[config.mk]
export PLATFORM = sky130hd
export DESIGN_NAME = permute_issue
export DESIGN_NICKNAME = d
export VERILOG_FILES = /design/src/logic/spu_isa_pkg.sv /design/src/logic/spu_pipe_pkg.sv /design/src/logic/permute_issue.sv
export SDC_FILE = /design/constraint.sdc
export NUM_CORES = 1
export LEC_CHECK = 0
export ABC_AREA = 1
export BUFFER_PORTS_ARGS = -buffer_cell sky130_fd_sc_hd__buf_4
export CAP_MARGIN = 15
export CORE_AREA = 4 4 162 164
export DETAILED_ROUTE_END_ITERATION = 8
export DIE_AREA = 0 0 166 168
export PLACE_DENSITY = 0.4
export RECOVER_POWER = 100
export SKIP_LAST_GASP = 1
export SYNTH_ARGS = -nofsm -noshare
export SYNTH_HDL_FRONTEND = slang
export SYNTH_SLANG_ARGS = --single-unit
[constraint.sdc]
create_clock -name clock -period 1.6 [get_ports clock]
set_input_delay 0.32 -clock clock [delete_from_list [all_inputs] [get_ports clock]]
set_output_delay 0.32 -clock clock [all_outputs]
set_load 0.1 [all_outputs]
[src/logic/spu_isa_pkg.sv]
package spu_isa_pkg;

    // operand and element widths
    localparam int QUAD_BITS     = 128;
    localparam int QUAD_BYTES    = 16;
    localparam int BYTE_BITS     = 8;
    localparam int HALF_BITS     = 16;
    localparam int WORD_BITS     = 32;
    localparam int IMM7_BITS     = 7;
    localparam int REG_ADDR_BITS = 7;

    // shift count fields, bit 0 is the msb of the preferred word
    localparam int COUNT_BITS       = 5;
    localparam int BIT_CNT_BITS     = 3;
    localparam int ROT_CNT_BITS     = 4;
    localparam int PREF_LSB         = WORD_BITS - 1;
    // byte count taken from a bit count sits in bits 24 to 28
    localparam int BITCNT_FIELD_MSB = 24;

    typedef enum logic [4:0] {
        OP_SHLQBI,
        OP_SHLQBII,
        OP_SHLQBY,
        OP_SHLQBYI,
        OP_SHLQBYBI,
        OP_ROTQBY,
        OP_ROTQBYI,
        OP_ROTQBYBI,
        OP_ROTQBI,
        OP_ROTQBII,
        OP_GBB,
        OP_GBH,
        OP_GB,
        OP_NOP
    } permute_op_t;

    typedef enum logic [1:0] {
        KIND_SHIFT,
        KIND_ROTATE,
        KIND_GATHER,
        KIND_NONE
    } perm_kind_t;

    typedef enum logic [1:0] {
        GRAIN_BIT,
        GRAIN_BYTE,
        GRAIN_HALF,
        GRAIN_WORD
    } perm_grain_t;

endpackage

[src/logic/spu_pipe_pkg.sv]
package spu_pipe_pkg;

    import spu_isa_pkg::*;

    localparam int FWD_STAGES   = 7;
    localparam int UNIT_ID_BITS = 3;
    localparam int LATENCY_BITS = 4;

    // identity of the permute unit on the bypass network
    localparam logic [0:UNIT_ID_BITS-1] PERMUTE_UNIT_ID = 3'd5;
    localparam logic [0:LATENCY_BITS-1] PERMUTE_LATENCY = 4'd4;

    // one forwarding stage, 143 bits
    typedef struct packed {
        logic [0:UNIT_ID_BITS-1]  unit_id;
        logic [0:QUAD_BITS-1]     rt_value;
        logic                     wrt_en;
        logic [0:REG_ADDR_BITS-1] rt_addr;
        logic [0:LATENCY_BITS-1]  latency;
    } fwd_entry_t;

    // decoded instruction handed to the datapath
    typedef struct packed {
        perm_kind_t               kind;
        perm_grain_t              grain;
        logic [0:COUNT_BITS-1]    count;
        logic [0:REG_ADDR_BITS-1] rt_addr;
        logic [0:QUAD_BITS-1]     ra;
    } perm_cmd_t;

endpackage

[src/logic/permute_issue.sv]
`timescale 1ns/1ns

module permute_issue
    import spu_isa_pkg::*;
    import spu_pipe_pkg::*;
(
    input  logic                     clock,
    input  logic                     reset,
    input  permute_op_t              op,
    input  logic [0:QUAD_BITS-1]     ra,
    input  logic [0:QUAD_BITS-1]     rb,
    input  logic [0:IMM7_BITS-1]     i7,
    input  logic [0:REG_ADDR_BITS-1] rt_addr,
    output perm_cmd_t                cmd
);

    permute_op_t              op_q;
    logic [0:QUAD_BITS-1]     ra_q;
    logic [0:QUAD_BITS-1]     rb_q;
    logic [0:IMM7_BITS-1]     i7_q;
    logic [0:REG_ADDR_BITS-1] rt_addr_q;

    // candidate counts, all zero extended to the command width
    logic [0:COUNT_BITS-1] rb_bit_cnt;
    logic [0:COUNT_BITS-1] i7_bit_cnt;
    logic [0:COUNT_BITS-1] rb_byte_cnt;
    logic [0:COUNT_BITS-1] i7_byte_cnt;
    logic [0:COUNT_BITS-1] rb_rot_cnt;
    logic [0:COUNT_BITS-1] i7_rot_cnt;
    logic [0:COUNT_BITS-1] rb_bitcnt_bytes;

    perm_kind_t            kind;
    perm_grain_t           grain;
    logic [0:COUNT_BITS-1] count;

    // an empty slot after reset is a nop
    always_ff @(posedge clock)
    begin
        if (reset)
            op_q <= OP_NOP;
        else
            op_q <= op;
    end

    always_ff @(posedge clock)
    begin
        ra_q      <= ra;
        rb_q      <= rb;
        i7_q      <= i7;
        rt_addr_q <= rt_addr;
    end

    assign rb_bit_cnt      = COUNT_BITS'(rb_q[PREF_LSB-BIT_CNT_BITS+1 +: BIT_CNT_BITS]);
    assign i7_bit_cnt      = COUNT_BITS'(i7_q[IMM7_BITS-BIT_CNT_BITS +: BIT_CNT_BITS]);
    assign rb_byte_cnt     = rb_q[PREF_LSB-COUNT_BITS+1 +: COUNT_BITS];
    assign i7_byte_cnt     = i7_q[IMM7_BITS-COUNT_BITS +: COUNT_BITS];
    assign rb_rot_cnt      = COUNT_BITS'(rb_q[PREF_LSB-ROT_CNT_BITS+1 +: ROT_CNT_BITS]);
    assign i7_rot_cnt      = COUNT_BITS'(i7_q[IMM7_BITS-ROT_CNT_BITS +: ROT_CNT_BITS]);
    assign rb_bitcnt_bytes = rb_q[BITCNT_FIELD_MSB +: COUNT_BITS];

    always_comb
    begin
        case (op_q)
            OP_SHLQBI, OP_SHLQBII, OP_SHLQBY, OP_SHLQBYI, OP_SHLQBYBI: kind = KIND_SHIFT;
            OP_ROTQBI, OP_ROTQBII, OP_ROTQBY, OP_ROTQBYI, OP_ROTQBYBI: kind = KIND_ROTATE;
            OP_GBB, OP_GBH, OP_GB: kind = KIND_GATHER;
            default: kind = KIND_NONE;
        endcase

        case (op_q)
            OP_SHLQBI, OP_SHLQBII, OP_ROTQBI, OP_ROTQBII: grain = GRAIN_BIT;
            OP_GBH: grain = GRAIN_HALF;
            OP_GB: grain = GRAIN_WORD;
            default: grain = GRAIN_BYTE;
        endcase

        // gathers and nop carry no count
        case (op_q)
            OP_SHLQBI, OP_ROTQBI: count = rb_bit_cnt;
            OP_SHLQBII, OP_ROTQBII: count = i7_bit_cnt;
            OP_SHLQBY: count = rb_byte_cnt;
            OP_SHLQBYI: count = i7_byte_cnt;
            OP_ROTQBY: count = rb_rot_cnt;
            OP_ROTQBYI: count = i7_rot_cnt;
            OP_SHLQBYBI, OP_ROTQBYBI: count = rb_bitcnt_bytes;
            default: count = '0;
        endcase
    end

    assign cmd.kind    = kind;
    assign cmd.grain   = grain;
    assign cmd.count   = count;
    assign cmd.rt_addr = rt_addr_q;
    assign cmd.ra      = ra_q;

endmodule

==> metrics <==
PortBufs 298; Yosys Warn Count 0; register area share after synthesis 87.4%; Cell Count, Final, Fillers Out 1074; Placed Area 0.00633 sq mm; design area 0.00830 sq mm; Max Fanout on Critical Path 6; Final ANT Viol Nets 0; dpl cells 891; post-DR wirelength/cell 13.4 um; Mapped Avg Cell Area 14.2 sq um; CTS Sinks 155; CORE AREA 0.0249 sq mm; number of buffers created by CTS 17; Netlist cell types 16; vias in the first global route 4210; Synth-to-Final Area Change 134%; CTS tree done; nets 1008; total routed wirelength 14300 um; most frequent cells in the layout clkbuf_4, dfxtp_1, dlygate4sd3_1; worst slew pin tran 532 ps; DR pass1 iterations 4; Setup crit start kind flop; routability cong. 0.809; post-synth top area cell dfxtp_1; slew margin rel. 64.8%; Mapped Nets 527; total number of vias 3633; initial core utilization 14.3%; # DRC 0; hpwl dp 10200 um; failing checks setup timing; pwr/cell area 1270 mW/mm^2; commonest non-fill, non-tap cell in the layout clkbuf_4; Pleak 3.91 nW; Max Slew Vio Count 0; number of antenna violations at the first check in global routing 0; WHS 117 ps; first-pass GRT wire length 22600 um; diode count 0; clock slew at reported path FFs 70 ps; total die area 0.0279 sq mm; pin count of the biggest net entering global routing 19; Final WS setup -304 ps; Synth Register Bits 155; Setup CP Type reg -> out; Die X 166 um; f_max 525 MHz; fin crit share 119%; Layout fillers 2487; max-cap check violation count 0; post-synth top area share 87.4%; Crit path arrival time 1580 ps; Final Hold Viols 0; status complete, but fails checks; I/O pin total 421; RSZ-0062 raised after global routing yes; synth top area cells dfxtp_1, nand2_1, nand3_1; Peak VDD IR 0.000533 V; row count 58; GRT Total Usage 10.4%; Setup violations, final 9; Critical Path RT 1280 ps; drt initial violations 98; ratio of cells with drive above 1 in the final layout 49.6%; Worst Hold Class in -> reg; GRT overflow 0; post-synthesis cell area 0.00355 sq mm; Bufs on Longest Clock Path 2; crit path time final 1900 ps; Die Ht 168 um; CP endpoint kind output pin; htree depth 4; CTS root buf clkbuf_16; final core utilization 33.4%; Post-Syn Instances 250; DR vias/cell 3.38
## cell type report
| type | count | area (sq um) | area share [%] |
|---|---|---|---|
| Multi-Input combinational cell | 80 | 439 | 5.29 |
| Timing Repair Buffer | 464 | 3680 | 44.4 |
| Clock inverter | 15 | 178 | 2.14 |
| Sequential cell | 155 | 3110 | 37.5 |
| Inverter | 13 | 51.3 | 0.618 |
| Clock buffer | 17 | 425 | 5.12 |
| Tap cell | 330 | 413 | 4.97 |
## critical path, cell delays in order (launching register included)
cell	delay [ps]
dfxtp_4	360
inv_4	80
nand2_4	60
nor2_4	100
buf_6	140
nand3_1	80
nand2_1	80
nor2_1	50
nand2_2	80
buf_12	170
## cell families after synthesis
logic type	synth area share (%)
AOI/OAI and AO/OA	0.705
buffers and inverters	1.83
DFF	87.4
and+or+nand+nor	10.0
## through the flow
step,worst slack [ps],power [mW],setup TNS [ps]
final,-304,10.6,-2040
after global routing,-409,11.0,-3000
after CTS,-330,10.8,-2450
after detailed placement,-37.4,6.40,-58.1
after global placement,-30.9,6.39,-68.7
after floorplan,-86.5,5.71,-103
## Yosys cell counts
| cell type | count |
|---|---|
| nand2_2 | 1 |
| o31ai_1 | 1 |
| nand3_1 | 16 |
| nand4_1 | 12 |
| a21oi_1 | 1 |
| nor2_1 | 14 |
| buf_6 | 1 |
| inv_1 | 11 |
| o21ai_0 | 1 |
| dfxtp_1 | 155 |
| nand2_1 | 26 |
| buf_2 | 1 |
| or2_2 | 4 |
| inv_2 | 2 |
| o21a_1 | 1 |
| nor2_2 | 3 |
## where the power goes
| part | internal, mW | switching, mW | leakage [nW] | total (mW) |
|---|---|---|---|---|
| logic | 0.691 | 1.71 | 2.31 | 2.40 |
| registers | 4.07 | 0.0660 | 1.31 | 4.13 |
| clock network | 2.11 | 1.90 | 0.290 | 4.01 |
## layer usage
| layer | GRT usage, % | up-vias | routed length, um |
|---|---|---|---|
| met3 | 4.53 | 19 | 1320 |
| met2 | 19.1 | 191 | 7770 |
| li1 | - | 1761 | - |
| met1 | 10.0 | 1662 | 4930 |
| met4 | 4.56 | 0 | 326 |
| met5 | 0 | - | 0 |
## state kept, by name, summed over array words and instances, names as in the netlist, named ones only
name       cells
rb_q           8
i7_q           5
ra_q         128
op_q           5
rt_addr_q      7
## repair_timing
item	CTS	global route
resized for setup	46	4
endpoints found under the hold margin	146	2
setup buffers	2	0
cloned	1	0
hold buffers	146	2
pin swaps	6	5
endpoints found under the setup margin	9	9
## worst paths after layout
check / start / to / cells after the start
worst max-delay path: op_q[4] / cmd[136] / 9
worst min-delay path: op[0] / op_q[0] / 2
No activity file was read; power rests on OpenSTA's default activity.
