### config.mk
export PLATFORM = sky130hd
export DESIGN_NAME = forward_chain
export DESIGN_NICKNAME = d
export VERILOG_FILES = /design/src/logic/spu_isa_pkg.sv /design/src/logic/spu_pipe_pkg.sv /design/src/logic/forward_chain.sv
export SDC_FILE = /design/constraint.sdc
export NUM_CORES = 1
export LEC_CHECK = 0
export ABC_AREA = 1
export BUFFER_PORTS_ARGS = -buffer_cell sky130_fd_sc_hd__clkbuf_2
export CAP_MARGIN = 0
export CORE_AREA = 2 2 549 551
export DETAILED_ROUTE_END_ITERATION = 10
export DIE_AREA = 0 0 551 553
export SLEW_MARGIN = 25
export SYNTH_ARGS = -nofsm -noshare
export SYNTH_HDL_FRONTEND = slang
export SYNTH_SLANG_ARGS = --single-unit
### constraint.sdc
create_clock -name clock -period 0.9 [get_ports clock]
set_input_delay 0.045 -clock clock [delete_from_list [all_inputs] [get_ports clock]]
set_output_delay 0.045 -clock clock [all_outputs]
set_load 0.02 [all_outputs]
### src/logic/spu_isa_pkg.sv
package spu_isa_pkg;

    // operand and element widths
    localparam int QUAD_BITS     = 128;
    localparam int QUAD_BYTES    = 16;
    localparam int BYTE_BITS     = 8;
    localparam int HALF_BITS     = 16;
    localparam int WORD_BITS     = 32;
    localparam int IMM7_BITS     = 7;
    localparam int REG_ADDR_BITS = 7;

    // shift count fields, bit 0 is the msb of the preferred word
    localparam int COUNT_BITS       = 5;
    localparam int BIT_CNT_BITS     = 3;
    localparam int ROT_CNT_BITS     = 4;
    localparam int PREF_LSB         = WORD_BITS - 1;
    // byte count taken from a bit count sits in bits 24 to 28
    localparam int BITCNT_FIELD_MSB = 24;

    typedef enum logic [4:0] {
        OP_SHLQBI,
        OP_SHLQBII,
        OP_SHLQBY,
        OP_SHLQBYI,
        OP_SHLQBYBI,
        OP_ROTQBY,
        OP_ROTQBYI,
        OP_ROTQBYBI,
        OP_ROTQBI,
        OP_ROTQBII,
        OP_GBB,
        OP_GBH,
        OP_GB,
        OP_NOP
    } permute_op_t;

    typedef enum logic [1:0] {
        KIND_SHIFT,
        KIND_ROTATE,
        KIND_GATHER,
        KIND_NONE
    } perm_kind_t;

    typedef enum logic [1:0] {
        GRAIN_BIT,
        GRAIN_BYTE,
        GRAIN_HALF,
        GRAIN_WORD
    } perm_grain_t;

endpackage

### src/logic/spu_pipe_pkg.sv
package spu_pipe_pkg;

    import spu_isa_pkg::*;

    localparam int FWD_STAGES   = 7;
    localparam int UNIT_ID_BITS = 3;
    localparam int LATENCY_BITS = 4;

    // identity of the permute unit on the bypass network
    localparam logic [0:UNIT_ID_BITS-1] PERMUTE_UNIT_ID = 3'd5;
    localparam logic [0:LATENCY_BITS-1] PERMUTE_LATENCY = 4'd4;

    // one forwarding stage, 143 bits
    typedef struct packed {
        logic [0:UNIT_ID_BITS-1]  unit_id;
        logic [0:QUAD_BITS-1]     rt_value;
        logic                     wrt_en;
        logic [0:REG_ADDR_BITS-1] rt_addr;
        logic [0:LATENCY_BITS-1]  latency;
    } fwd_entry_t;

    // decoded instruction handed to the datapath
    typedef struct packed {
        perm_kind_t               kind;
        perm_grain_t              grain;
        logic [0:COUNT_BITS-1]    count;
        logic [0:REG_ADDR_BITS-1] rt_addr;
        logic [0:QUAD_BITS-1]     ra;
    } perm_cmd_t;

endpackage

### src/logic/forward_chain.sv
`timescale 1ns/1ns

module forward_chain
    import spu_isa_pkg::*;
    import spu_pipe_pkg::*;
(
    input  logic                             clock,
    input  logic                             reset,
    input  perm_cmd_t                        cmd,
    input  logic [0:QUAD_BITS-1]             shifted,
    input  logic [0:QUAD_BITS-1]             gathered,
    output fwd_entry_t [1:FWD_STAGES]        fwd
);

    fwd_entry_t                stage1;
    fwd_entry_t [2:FWD_STAGES] held;

    // stage 1 follows the issue register with no extra flop
    always_comb
    begin
        stage1 = '0;
        if (cmd.kind != KIND_NONE)
        begin
            stage1.unit_id  = PERMUTE_UNIT_ID;
            stage1.wrt_en   = 1'b1;
            stage1.rt_addr  = cmd.rt_addr;
            stage1.latency  = PERMUTE_LATENCY;
            if (cmd.kind == KIND_GATHER)
                stage1.rt_value = gathered;
            else
                stage1.rt_value = shifted;
        end
    end

    // stages 2 to 7 move down one step per clock
    always_ff @(posedge clock)
    begin
        if (reset)
            held <= '0;
        else
            held <= {stage1, held[2:FWD_STAGES-1]};
    end

    assign fwd = {stage1, held};

endmodule

==> results of run 1 <==
cell families after synthesis:
logic type	count (synthesis)	synth area share [%]
flip-flops	816	65.36
AND/OR/NAND/NOR	1080	16.86
buffers and inverters	873	15.20
other	1	0.01500
AO/OA/AOI/OAI	128	2.563
cell type report:
| cell class | instances | share of cell area (%) |
|---|---|---|
| multi-input cells | 1236 | 10.77 |
| flip-flops and latches | 816 | 29.55 |
| inverters | 692 | 4.368 |
| well taps | 3958 | 8.171 |
| diodes | 142 | 0.5863 |
| clock buffers | 135 | 4.717 |
| repair inverters | 1 | 0.04955 |
| repair buffers | 2016 | 40.69 |
| clock inverters | 51 | 1.088 |
routing by layer:
| metal | vias to the layer above | track usage [%] |
|---|---|---|
| met5 | - | 0.04748 |
| met4 | 82 | 7.732 |
| li1 | 12360 | - |
| met2 | 2000 | 21.17 |
| met1 | 13570 | 19.11 |
| met3 | 725 | 11.17 |
stage by stage:
step / cells / cell area [sq um] / utilization, % / power (mW) / setup WS (ps)
after floorplan: 2925 / 25090 / - / 42.18 / -43.03
after global placement: 8077 / 37490 / 12.55 / 47.32 / -921.9
after detailed placement: 8077 / 37490 / 12.55 / 47.34 / -922.4
after CTS: 8765 / 56200 / 18.81 / 95.05 / -765.1
after global routing: 8940 / 60340 / 20.20 / 99.85 / -774.4
final: 9047 / 60610 / 20.29 / 96.74 / -861.6
placed cells by master, fill, tap and decap left out, types with 5 or more instances in the layout:
master          Yosys  routed
inv_1             692     685
dfxtp_4             0     223
dlygate4sd3_1       0     249
bufinv_16           0      11
nand3_1           128      76
dfxtp_2             0     591
buf_8               0     709
nor2_2              0       9
buf_4              68     410
conb_1              1      28
nor2_1            694     682
clkbuf_2            0     304
clkinv_2            0      13
buf_6              22      70
nand2_1           258      87
clkinvlp_4          0      12
inv_6               0       5
clkbuf_16           0     226
clkbuf_8            0      17
clkbuf_1            9      17
a21oi_1           128     115
buf_16              0      22
nand2_2             0      81
a21oi_2             0      12
nand3_2             0      15
dlymetal6s4s_1      0      12
clkinv_4            0       7
diode_2             0     142
nand2_4             0      84
nand3_4             0      37
buf_12              0     112
nand2_8             0       6
power groups by stage:
stage	Clock [mW]	Combinational, mW	Sequential (mW)
CTS	45.3	12.1	37.6
global route	46.8	15.1	37.9
finish	44.3	14.6	37.9
floorplan	0	2.87	39.3
detailed placement	0	8.57	38.8
global placement	0	8.56	38.8
path summary, 6_finish.rpt:
path	startpoint	slack [ps]	cells after the start	end
max	reset	-860	6	fwd[667]
min	reset	-440	2	fwd[727]
max reg2reg	fwd[810]	-250	2	fwd[667]
min reg2reg	fwd[383]	390	2	fwd[240]
Yosys cell counts (all sizes together):
master  instances  share of area, %
dfxtp         816                65
nor2          694                10
inv           692                10
nand2         258               3.9
buf           172               4.7
a21oi         128               2.6
nand3         128               2.6
clkbuf          9              0.14
conb            1             0.015
repair_timing:
action | in CTS | in global routing
resized for setup | 2839 | 1302
setup buffers | 232 | 127
hold buffers | 259 | 5
cloned | 15 | 14
setup endpoints to repair | 994 | 1390
hold endpoints to repair | 450 | 116
pin swaps | 17 | 75
critical path: stages:
cell           delay, ps
buf_8                140
buf_12               150
dlygate4sd3_1        880
buf_12               320
buf_12               190
nor2_1               550
==> reports/metrics.cfg, run 1 <==
[run_status]
status=finished with violations
violations=hold timing, setup timing

[finish]
regArea_sq_um=17910
nFillCells=31450
largest_register_ffs=816
syn_to_final_growth_pct=142.5
drive_gt1_share_pct=60.52
fin_nets=5269
multi_input_area_sq_um=6530

[floorplan]
core_sq_um=298800
die_y_um=553
boundaryPins=1403
start_util_pct=8.365
dieArea_sq_um=304700
num_rows=201
die_width_um=551

[power_and_ir_drop]
clkPwrFrac_pct=45.7
comb_power_share_pct=15.1
seqPwrFrac_pct=39.2
intPower_mw=69.22
powerDensity_nw_per_um2=1596
switching_power_mw=27.53
switching_share_pct=28.45
ir_drop_mv=1.441
power_leakage_nw=25.13

[grt]
gr-total-overflow=0
grt_max_degree=50
antenna_found_initial=146
grt_use_total_pct=16.00
grt_pass1_vias=27260
grt_pass1_wl_um=307700

[timing]
rsz0062_at_grt=yes
slew-limit-headroom_pct=41.63
max_freq_ghz=0.5677
whs_ps=-438.9
report.final.hold_viol_count=53
tightestPinTransition_ps=872.6
timing.final.crit_share_pct=195.7
min_period_ps=1762
layout_setup_ws_ps=-861.6
setup_viol_count_final=1201
slew_violations=0
setup_tns_ps=-479800
clock_skew_ps=53.25

[synth]
seq_area_frac_synth_pct=65.36
synth-seq-cells=816
ys_types=12
yosysWarnings=0
syn_avg_cell_area_sq_um=8.624
syn-cell-area_sq_um=24990
syn_inst=2898

[clock_network]
clockBufferDepth=4
htreeDepth=3
clockRootBuffer=clkbuf_16
insertion_delay_ps=820
clkTransAtPathRegs_ps=60
cts_tree=yes
cts_num_sinks=816
cts_made_buffers=104

[critical_path]
critPathKind=primary input to flop
startpoint_type=primary input
cp.arrival_ps=2350
worst-path-max-fanout=17
end_kind=flop
required_ps=1490

[flow_run]
cap_violations=0

[detailed_routing]
wl_met2_um=103100
drc=0
wire_per_inst_um=30.53
vias=28730
dr_wl_met3_um=44900
dr.max_layer_used=met5
viasPerCell=3.176
dr.first_iter.drc_count=2079
routed_wl_um=276200
wl_met1_um=110700
drt-pass1-iter-count=7
drtAntennaViolNets=0

[placement]
gp_congestion=0.9360
port_buffers=1239
dp_hpwl_um=204900

[worst_hold_path]
hold_path.class=primary input to flop

Power figures use the tool's default switching activity.
==> run 2: changes to the inputs <==
- CELL_PAD_IN_SITES_DETAIL_PLACEMENT: unset -> 2
- CELL_PAD_IN_SITES_GLOBAL_PLACEMENT: unset -> 2
- CORE_AREA: 2 2 549 551 -> 2 2 548 550
- DIE_AREA: 0 0 551 553 -> 0 0 550 552
- PLACE_DENSITY_LB_ADDON: unset -> 0.1
==> reports/metrics.cfg, run 2 (synthesis results as in run 1) <==
[grt]
grt_pass1_vias=27170  ; -0.32%
grt_max_degree=54  ; +8.0%
antenna_found_initial=21  ; -86%
grt_pass1_wl_um=237600  ; -23%
gr-total-overflow=0  ; unchanged
grt_use_total_pct=11.38  ; -4.6 points

[finish]
multi_input_area_sq_um=5430  ; -17%
post-route-util_pct=19.17  ; -1.1 points
fin_cells=8850  ; -2.2%
layout_common_cells=771 x buf_8, 694 x nor2_1, 690 x inv_1
drive_gt1_share_pct=56.65  ; -3.9 points
fin_nets=5198  ; -1.3%
syn_to_final_growth_pct=128.8
regArea_sq_um=17780  ; -0.75%
largest_register_ffs=816  ; unchanged
nFillCells=33880  ; +7.7%
final_common_cell=buf_8
design_area_sq_um=57170  ; -5.7%

[detailed_routing]
dr.first_iter.drc_count=651  ; -69%
dr.max_layer_used=met5
dr_wl_met3_um=13720  ; -69%
viasPerCell=2.837  ; -11%
drt-pass1-iter-count=4  ; -3
drtAntennaViolNets=0  ; unchanged
vias=25110  ; -13%
routed_wl_um=180100  ; -35%
wl_met1_um=71450  ; -35%
wire_per_inst_um=20.35  ; -33%
wl_met2_um=88130  ; -15%
drc=0  ; unchanged

[flow_run]
cap_violations=0  ; unchanged

[critical_path]
crit_chain=buf_8 > dlygate4sd3_1 > buf_12 > buf_12 > a21oi_2 > buf_4 > dlygate4sd3_1
worst-path-buf-inv=6  ; +1
worst_path_max_delay_cell=dlygate4sd3_1
r2r-end=fwd[465]
max_stage_delay_ps=840  ; -40 ps
worst-path-max-fanout=38  ; +21
r2r_slack_ps=-110  ; +140 ps
worstRegToRegCells=5  ; +3
required_ps=1580  ; +90 ps
r2r-start=fwd[608]
critPathKind=primary input to flop
cp.arrival_ps=2210  ; -140 ps
end_kind=flop
path_delay_family=buffers and inverters
startpoint_type=primary input

[power_and_ir_drop]
ir_drop_mv=1.408  ; -2.3%
comb_power_share_pct=12.7  ; -2.4 points
intPower_mw=71.96  ; +4.0%
powerDensity_nw_per_um2=1713  ; +7.3%
seqPwrFrac_pct=38.8  ; -0.4 points
switching_share_pct=26.52  ; -1.9 points
power_leakage_nw=24.18  ; -3.8%
switching_power_mw=25.98  ; -5.6%
p_total_mw=97.94  ; +1.2%
clkPwrFrac_pct=48.5  ; +2.8 points

[worst_hold_path]
min_to=fwd[763]
hold_path.class=primary input to flop
hold_depth=3  ; +1
hp-start=gathered[91]

[run_status]
status=finished with violations
violations=hold timing, setup timing

[timing]
tightestPinTransition_ps=569.5  ; -303.1 ps
whs_ps=-464.8  ; -25.86 ps
layout_setup_ws_ps=-627.3  ; +234.3 ps
setup_tns_ps=-439490  ; +40310 ps
timing.final.crit_share_pct=169.7  ; -26 points
rsz0062_at_grt=yes
slew_violations=0  ; unchanged
report.final.hold_viol_count=32  ; -40%
min_period_ps=1527  ; -234.3 ps
clock_skew_ps=39.55  ; -13.70 ps
max_freq_ghz=0.6548  ; +15%
setup_viol_count_final=1458  ; +21%
slew-limit-headroom_pct=62.03  ; +20 points

[floorplan]
boundaryPins=1403  ; unchanged
core_sq_um=298300  ; -0.17%
dieArea_sq_um=303600  ; -0.36%
die_y_um=552  ; -0.18%
num_rows=201  ; unchanged
die_width_um=550  ; -0.18%
start_util_pct=8.379  ; +0.014 points

[placement]
dp_hpwl_um=138200  ; -33%
post-place-ws_ps=-590.8  ; +331.6 ps
place_inst=8109  ; +0.40%
place_area_sq_um=37010  ; -1.3%
port_buffers=1239  ; unchanged
gp_congestion=0.7994  ; -15%

[clock_network]
cts_tree=yes
clockBufferDepth=4  ; unchanged
cts_num_sinks=816  ; unchanged
clockRootBuffer=clkbuf_16
clkTransAtPathRegs_ps=50  ; about the same
insertion_delay_ps=830  ; about the same
htreeDepth=3  ; unchanged
cts_made_buffers=122  ; +17%

run 2: cell types whose count changed in the layout (fill, tap and decap cells not counted), sizes merged, moves of 11 or more:
cell | previous run | this run
diode | 142 | 9
clkinv | 25 | 11
dlymetal6s4s | 12 | 0
buf | 1324 | 1251
clkinvlp | 12 | 1
dlygate4sd3 | 249 | 217
clkbuf | 565 | 643
run 2: worst max path at each step:
| stage | slack (ps) | endpoint | cells after the start | start |
|---|---|---|---|---|
| 2_1_floorplan | -40 | fwd[862] | 4 | cmd[143] |
| 3_3_place_gp | -590 | fwd[819] | 5 | cmd[143] |
| 3_5_place_dp | -590 | fwd[852] | 6 | cmd[142] |
| 4_1_cts | -730 | fwd[822] | 1 | fwd[822] |
| 5_1_grt | -700 | fwd[822] | 1 | fwd[822] |
| 6_report | -630 | fwd[804] | 7 | reset |
run 2: layout make-up:
type | instances | area share, %
timing repair buffer | 1928 | 39.27
tap | 3958 | 8.662
clock inverter | 18 | 0.4705
sequential | 816 | 31.09
multi-input combinational | 1236 | 9.498
inverter | 692 | 4.611
clock buffer | 193 | 6.353
antenna | 9 | 0.03939
run 2: repair_timing:
| item | 4_1_cts | 5_1_grt |
|---|---|---|
| endpoints found under the setup margin | 973 | 1541 |
| hold buffers | 212 | 6 |
| endpoints found under the hold margin | 814 | 607 |
| gates resized for setup | 2735 | 987 |
| cloned | 16 | 4 |
| pin swaps | 6 | 21 |
| setup buffers | 182 | 116 |
run 2: worst register-to-register path: stages (launching register included):
cell and delay [ps]:
dfxtp_2 320, buf_4 120, buf_4 120, inv_1 100
nor2_1 70, buf_4 150
run 2: power groups by stage:
stage	Clock, mW	Sequential [mW]	Combinational [mW]
detailed placement	0	38.7	8.48
floorplan	0	39.3	2.87
global placement	0	38.7	8.57
CTS	50.4	37.9	11.8
global route	51.8	38.1	13.4
finish	47.5	38.0	12.5
run 2: per-layer routing:
layer | track usage, % | vias to the layer above
met5 | 0 | -
met4 | 4.023 | 4
met3 | 3.717 | 222
met2 | 19.69 | 863
met1 | 12.96 | 11980
li1 | - | 12050
==> run 3: changes to the inputs <==
- CORE_AREA: 2 2 548 550 -> 2 2 541 543
- DIE_AREA: 0 0 550 552 -> 0 0 543 545
- clock period: 0.9 -> 1.4 ns (I/O delays scaled with it)
==> reports/metrics.cfg, run 3 (synthesis results as in run 1) <==
[clock_network]
clkTransAtPathRegs_ps=60  ; about the same
cts_made_buffers=119  ; -2.5%
cts_num_sinks=816  ; unchanged
cts_tree=yes
insertion_delay_ps=850  ; +20 ps
htreeDepth=3  ; unchanged
clockBufferDepth=4  ; unchanged
clockRootBuffer=clkbuf_16

[finish]
final_common_cell=buf_8
multi_input_area_sq_um=4970  ; -8.5%
fin_nets=5306  ; +2.1%
largest_register_ffs=816  ; unchanged
drive_gt1_share_pct=51.86  ; -4.8 points
syn_to_final_growth_pct=127.5
regArea_sq_um=17700  ; -0.42%
layout_common_cells=779 x buf_8, 694 x nor2_1, 690 x inv_1
nFillCells=32830  ; -3.1%

[detailed_routing]
vias=25390  ; +1.1%
drt-pass1-iter-count=5  ; +1
drtAntennaViolNets=0  ; unchanged
routed_wl_um=173300  ; -3.8%
wire_per_inst_um=19.46  ; -4.4%
drc=0  ; unchanged
dr.first_iter.drc_count=861  ; +32%
viasPerCell=2.851  ; +0.48%

[critical_path]
end_kind=output port
required_ps=1330  ; -250 ps
worst_path_max_delay_cell=dfxtp_4
startpoint_type=flop
cp.arrival_ps=1440  ; -770 ps
path_delay_family=flip-flops
critPathKind=flop to output port
worst-path-buf-inv=1  ; -5
max_stage_delay_ps=430  ; -410 ps
worst-path-max-fanout=2  ; -95%
crit_chain=clkbuf_16

[timing]
clock_skew_ps=50.47  ; +10.93 ps
report.final.hold_viol_count=0  ; -100%
setup_tns_ps=-3101  ; +436390 ps
slew-limit-headroom_pct=54.01  ; -8.0 points
timing.final.crit_share_pct=107.9
slew_violations=0  ; unchanged
setup_viol_count_final=107  ; -93%
rsz0062_at_grt=yes
layout_setup_ws_ps=-110.3  ; +517.0 ps
max_freq_ghz=0.6621
min_period_ps=1510
tightestPinTransition_ps=689.9  ; +120.4 ps

[grt]
gr-total-overflow=0  ; unchanged
grt_pass1_vias=27100  ; -0.27%
antenna_found_initial=15  ; -29%
grt_max_degree=67  ; +24%
grt_use_total_pct=10.91  ; -0.46 points
grt_pass1_wl_um=225200  ; -5.2%

[run_status]
status=finished with violations
violations=setup timing

[power_and_ir_drop]
p_total_mw=62.71  ; -36%
ir_drop_mv=1.019  ; -28%
powerDensity_nw_per_um2=1103  ; -36%
power_leakage_nw=24.48  ; +1.2%

[floorplan]
num_rows=198  ; -1.5%
dieArea_sq_um=295900  ; -2.5%
start_util_pct=8.615  ; +0.24 points
die_y_um=545  ; -1.3%
die_width_um=543  ; -1.3%
boundaryPins=1403  ; unchanged
core_sq_um=290100  ; -2.7%

[worst_hold_path]
hold_path.class=primary input to flop

[placement]
gp_congestion=0.7373  ; -7.8%
post-place-ws_ps=-269.9  ; +320.9 ps
port_buffers=1239  ; unchanged
dp_hpwl_um=133300  ; -3.6%

[flow_run]
cap_violations=0  ; unchanged

run 3: routing by layer:
layer  up-vias  global-route usage (%)  part of all wire [%]
met2       831                   18.69                    49
met3       208                   3.854                   7.7
met1     12100                   12.40                    40
met5         -                       0                0.0063
li1      12260                       -                     -
met4         2                   4.017                   3.5
run 3: layout make-up:
| cell class | count | share of cell area (%) |
|---|---|---|
| antenna | 13 | 0.05721 |
| clock buffer | 175 | 6.102 |
| clock inverter | 36 | 0.7328 |
| inverter | 692 | 4.619 |
| multi-input combinational | 1236 | 8.740 |
| sequential | 816 | 31.13 |
| tap | 3900 | 8.582 |
| timing repair buffer | 2039 | 40.03 |
run 3: worst paths after layout:
path                 start  endpoint  slack, ps  depth (start not counted)
setup / recovery  fwd[814]  fwd[814]       -110                          1
hold / removal       reset  fwd[102]         30                          5
setup reg to reg  fwd[831]  fwd[688]        120                          4
hold reg to reg   fwd[423]  fwd[280]        400                          2
run 3: power breakdown:
group	total, mW	internal, mW	switching [mW]
sequential	24.4	23.7	0.623
clock	30.6	18.4	12.2
combinational	7.76	3.78	3.97
total	62.7	46.0	16.7
run 3: through the flow:
step / utilization (%) / area, sq um / std cells / hold slack [ps]
6_report: 19.60 / 56860 / 8907 / 29.31
5_1_grt: 19.59 / 56840 / 8898 / 10.54
3_3_place_gp: 12.37 / 35880 / 7964 / 308.8
3_5_place_dp: 12.37 / 35880 / 7964 / 308.2
4_1_cts: 18.85 / 54690 / 8775 / 1.162
2_1_floorplan: - / 25090 / 2925 / 204.9
run 3: repair_timing:
action / CTS / global route
endpoints found under the setup margin: 839 / 952
hold endpoints to repair: 769 / 59
hold buffers: 449 / 7
gates resized for setup: 2652 / 827
setup buffers: 151 / 108
cloned: 0 / 6
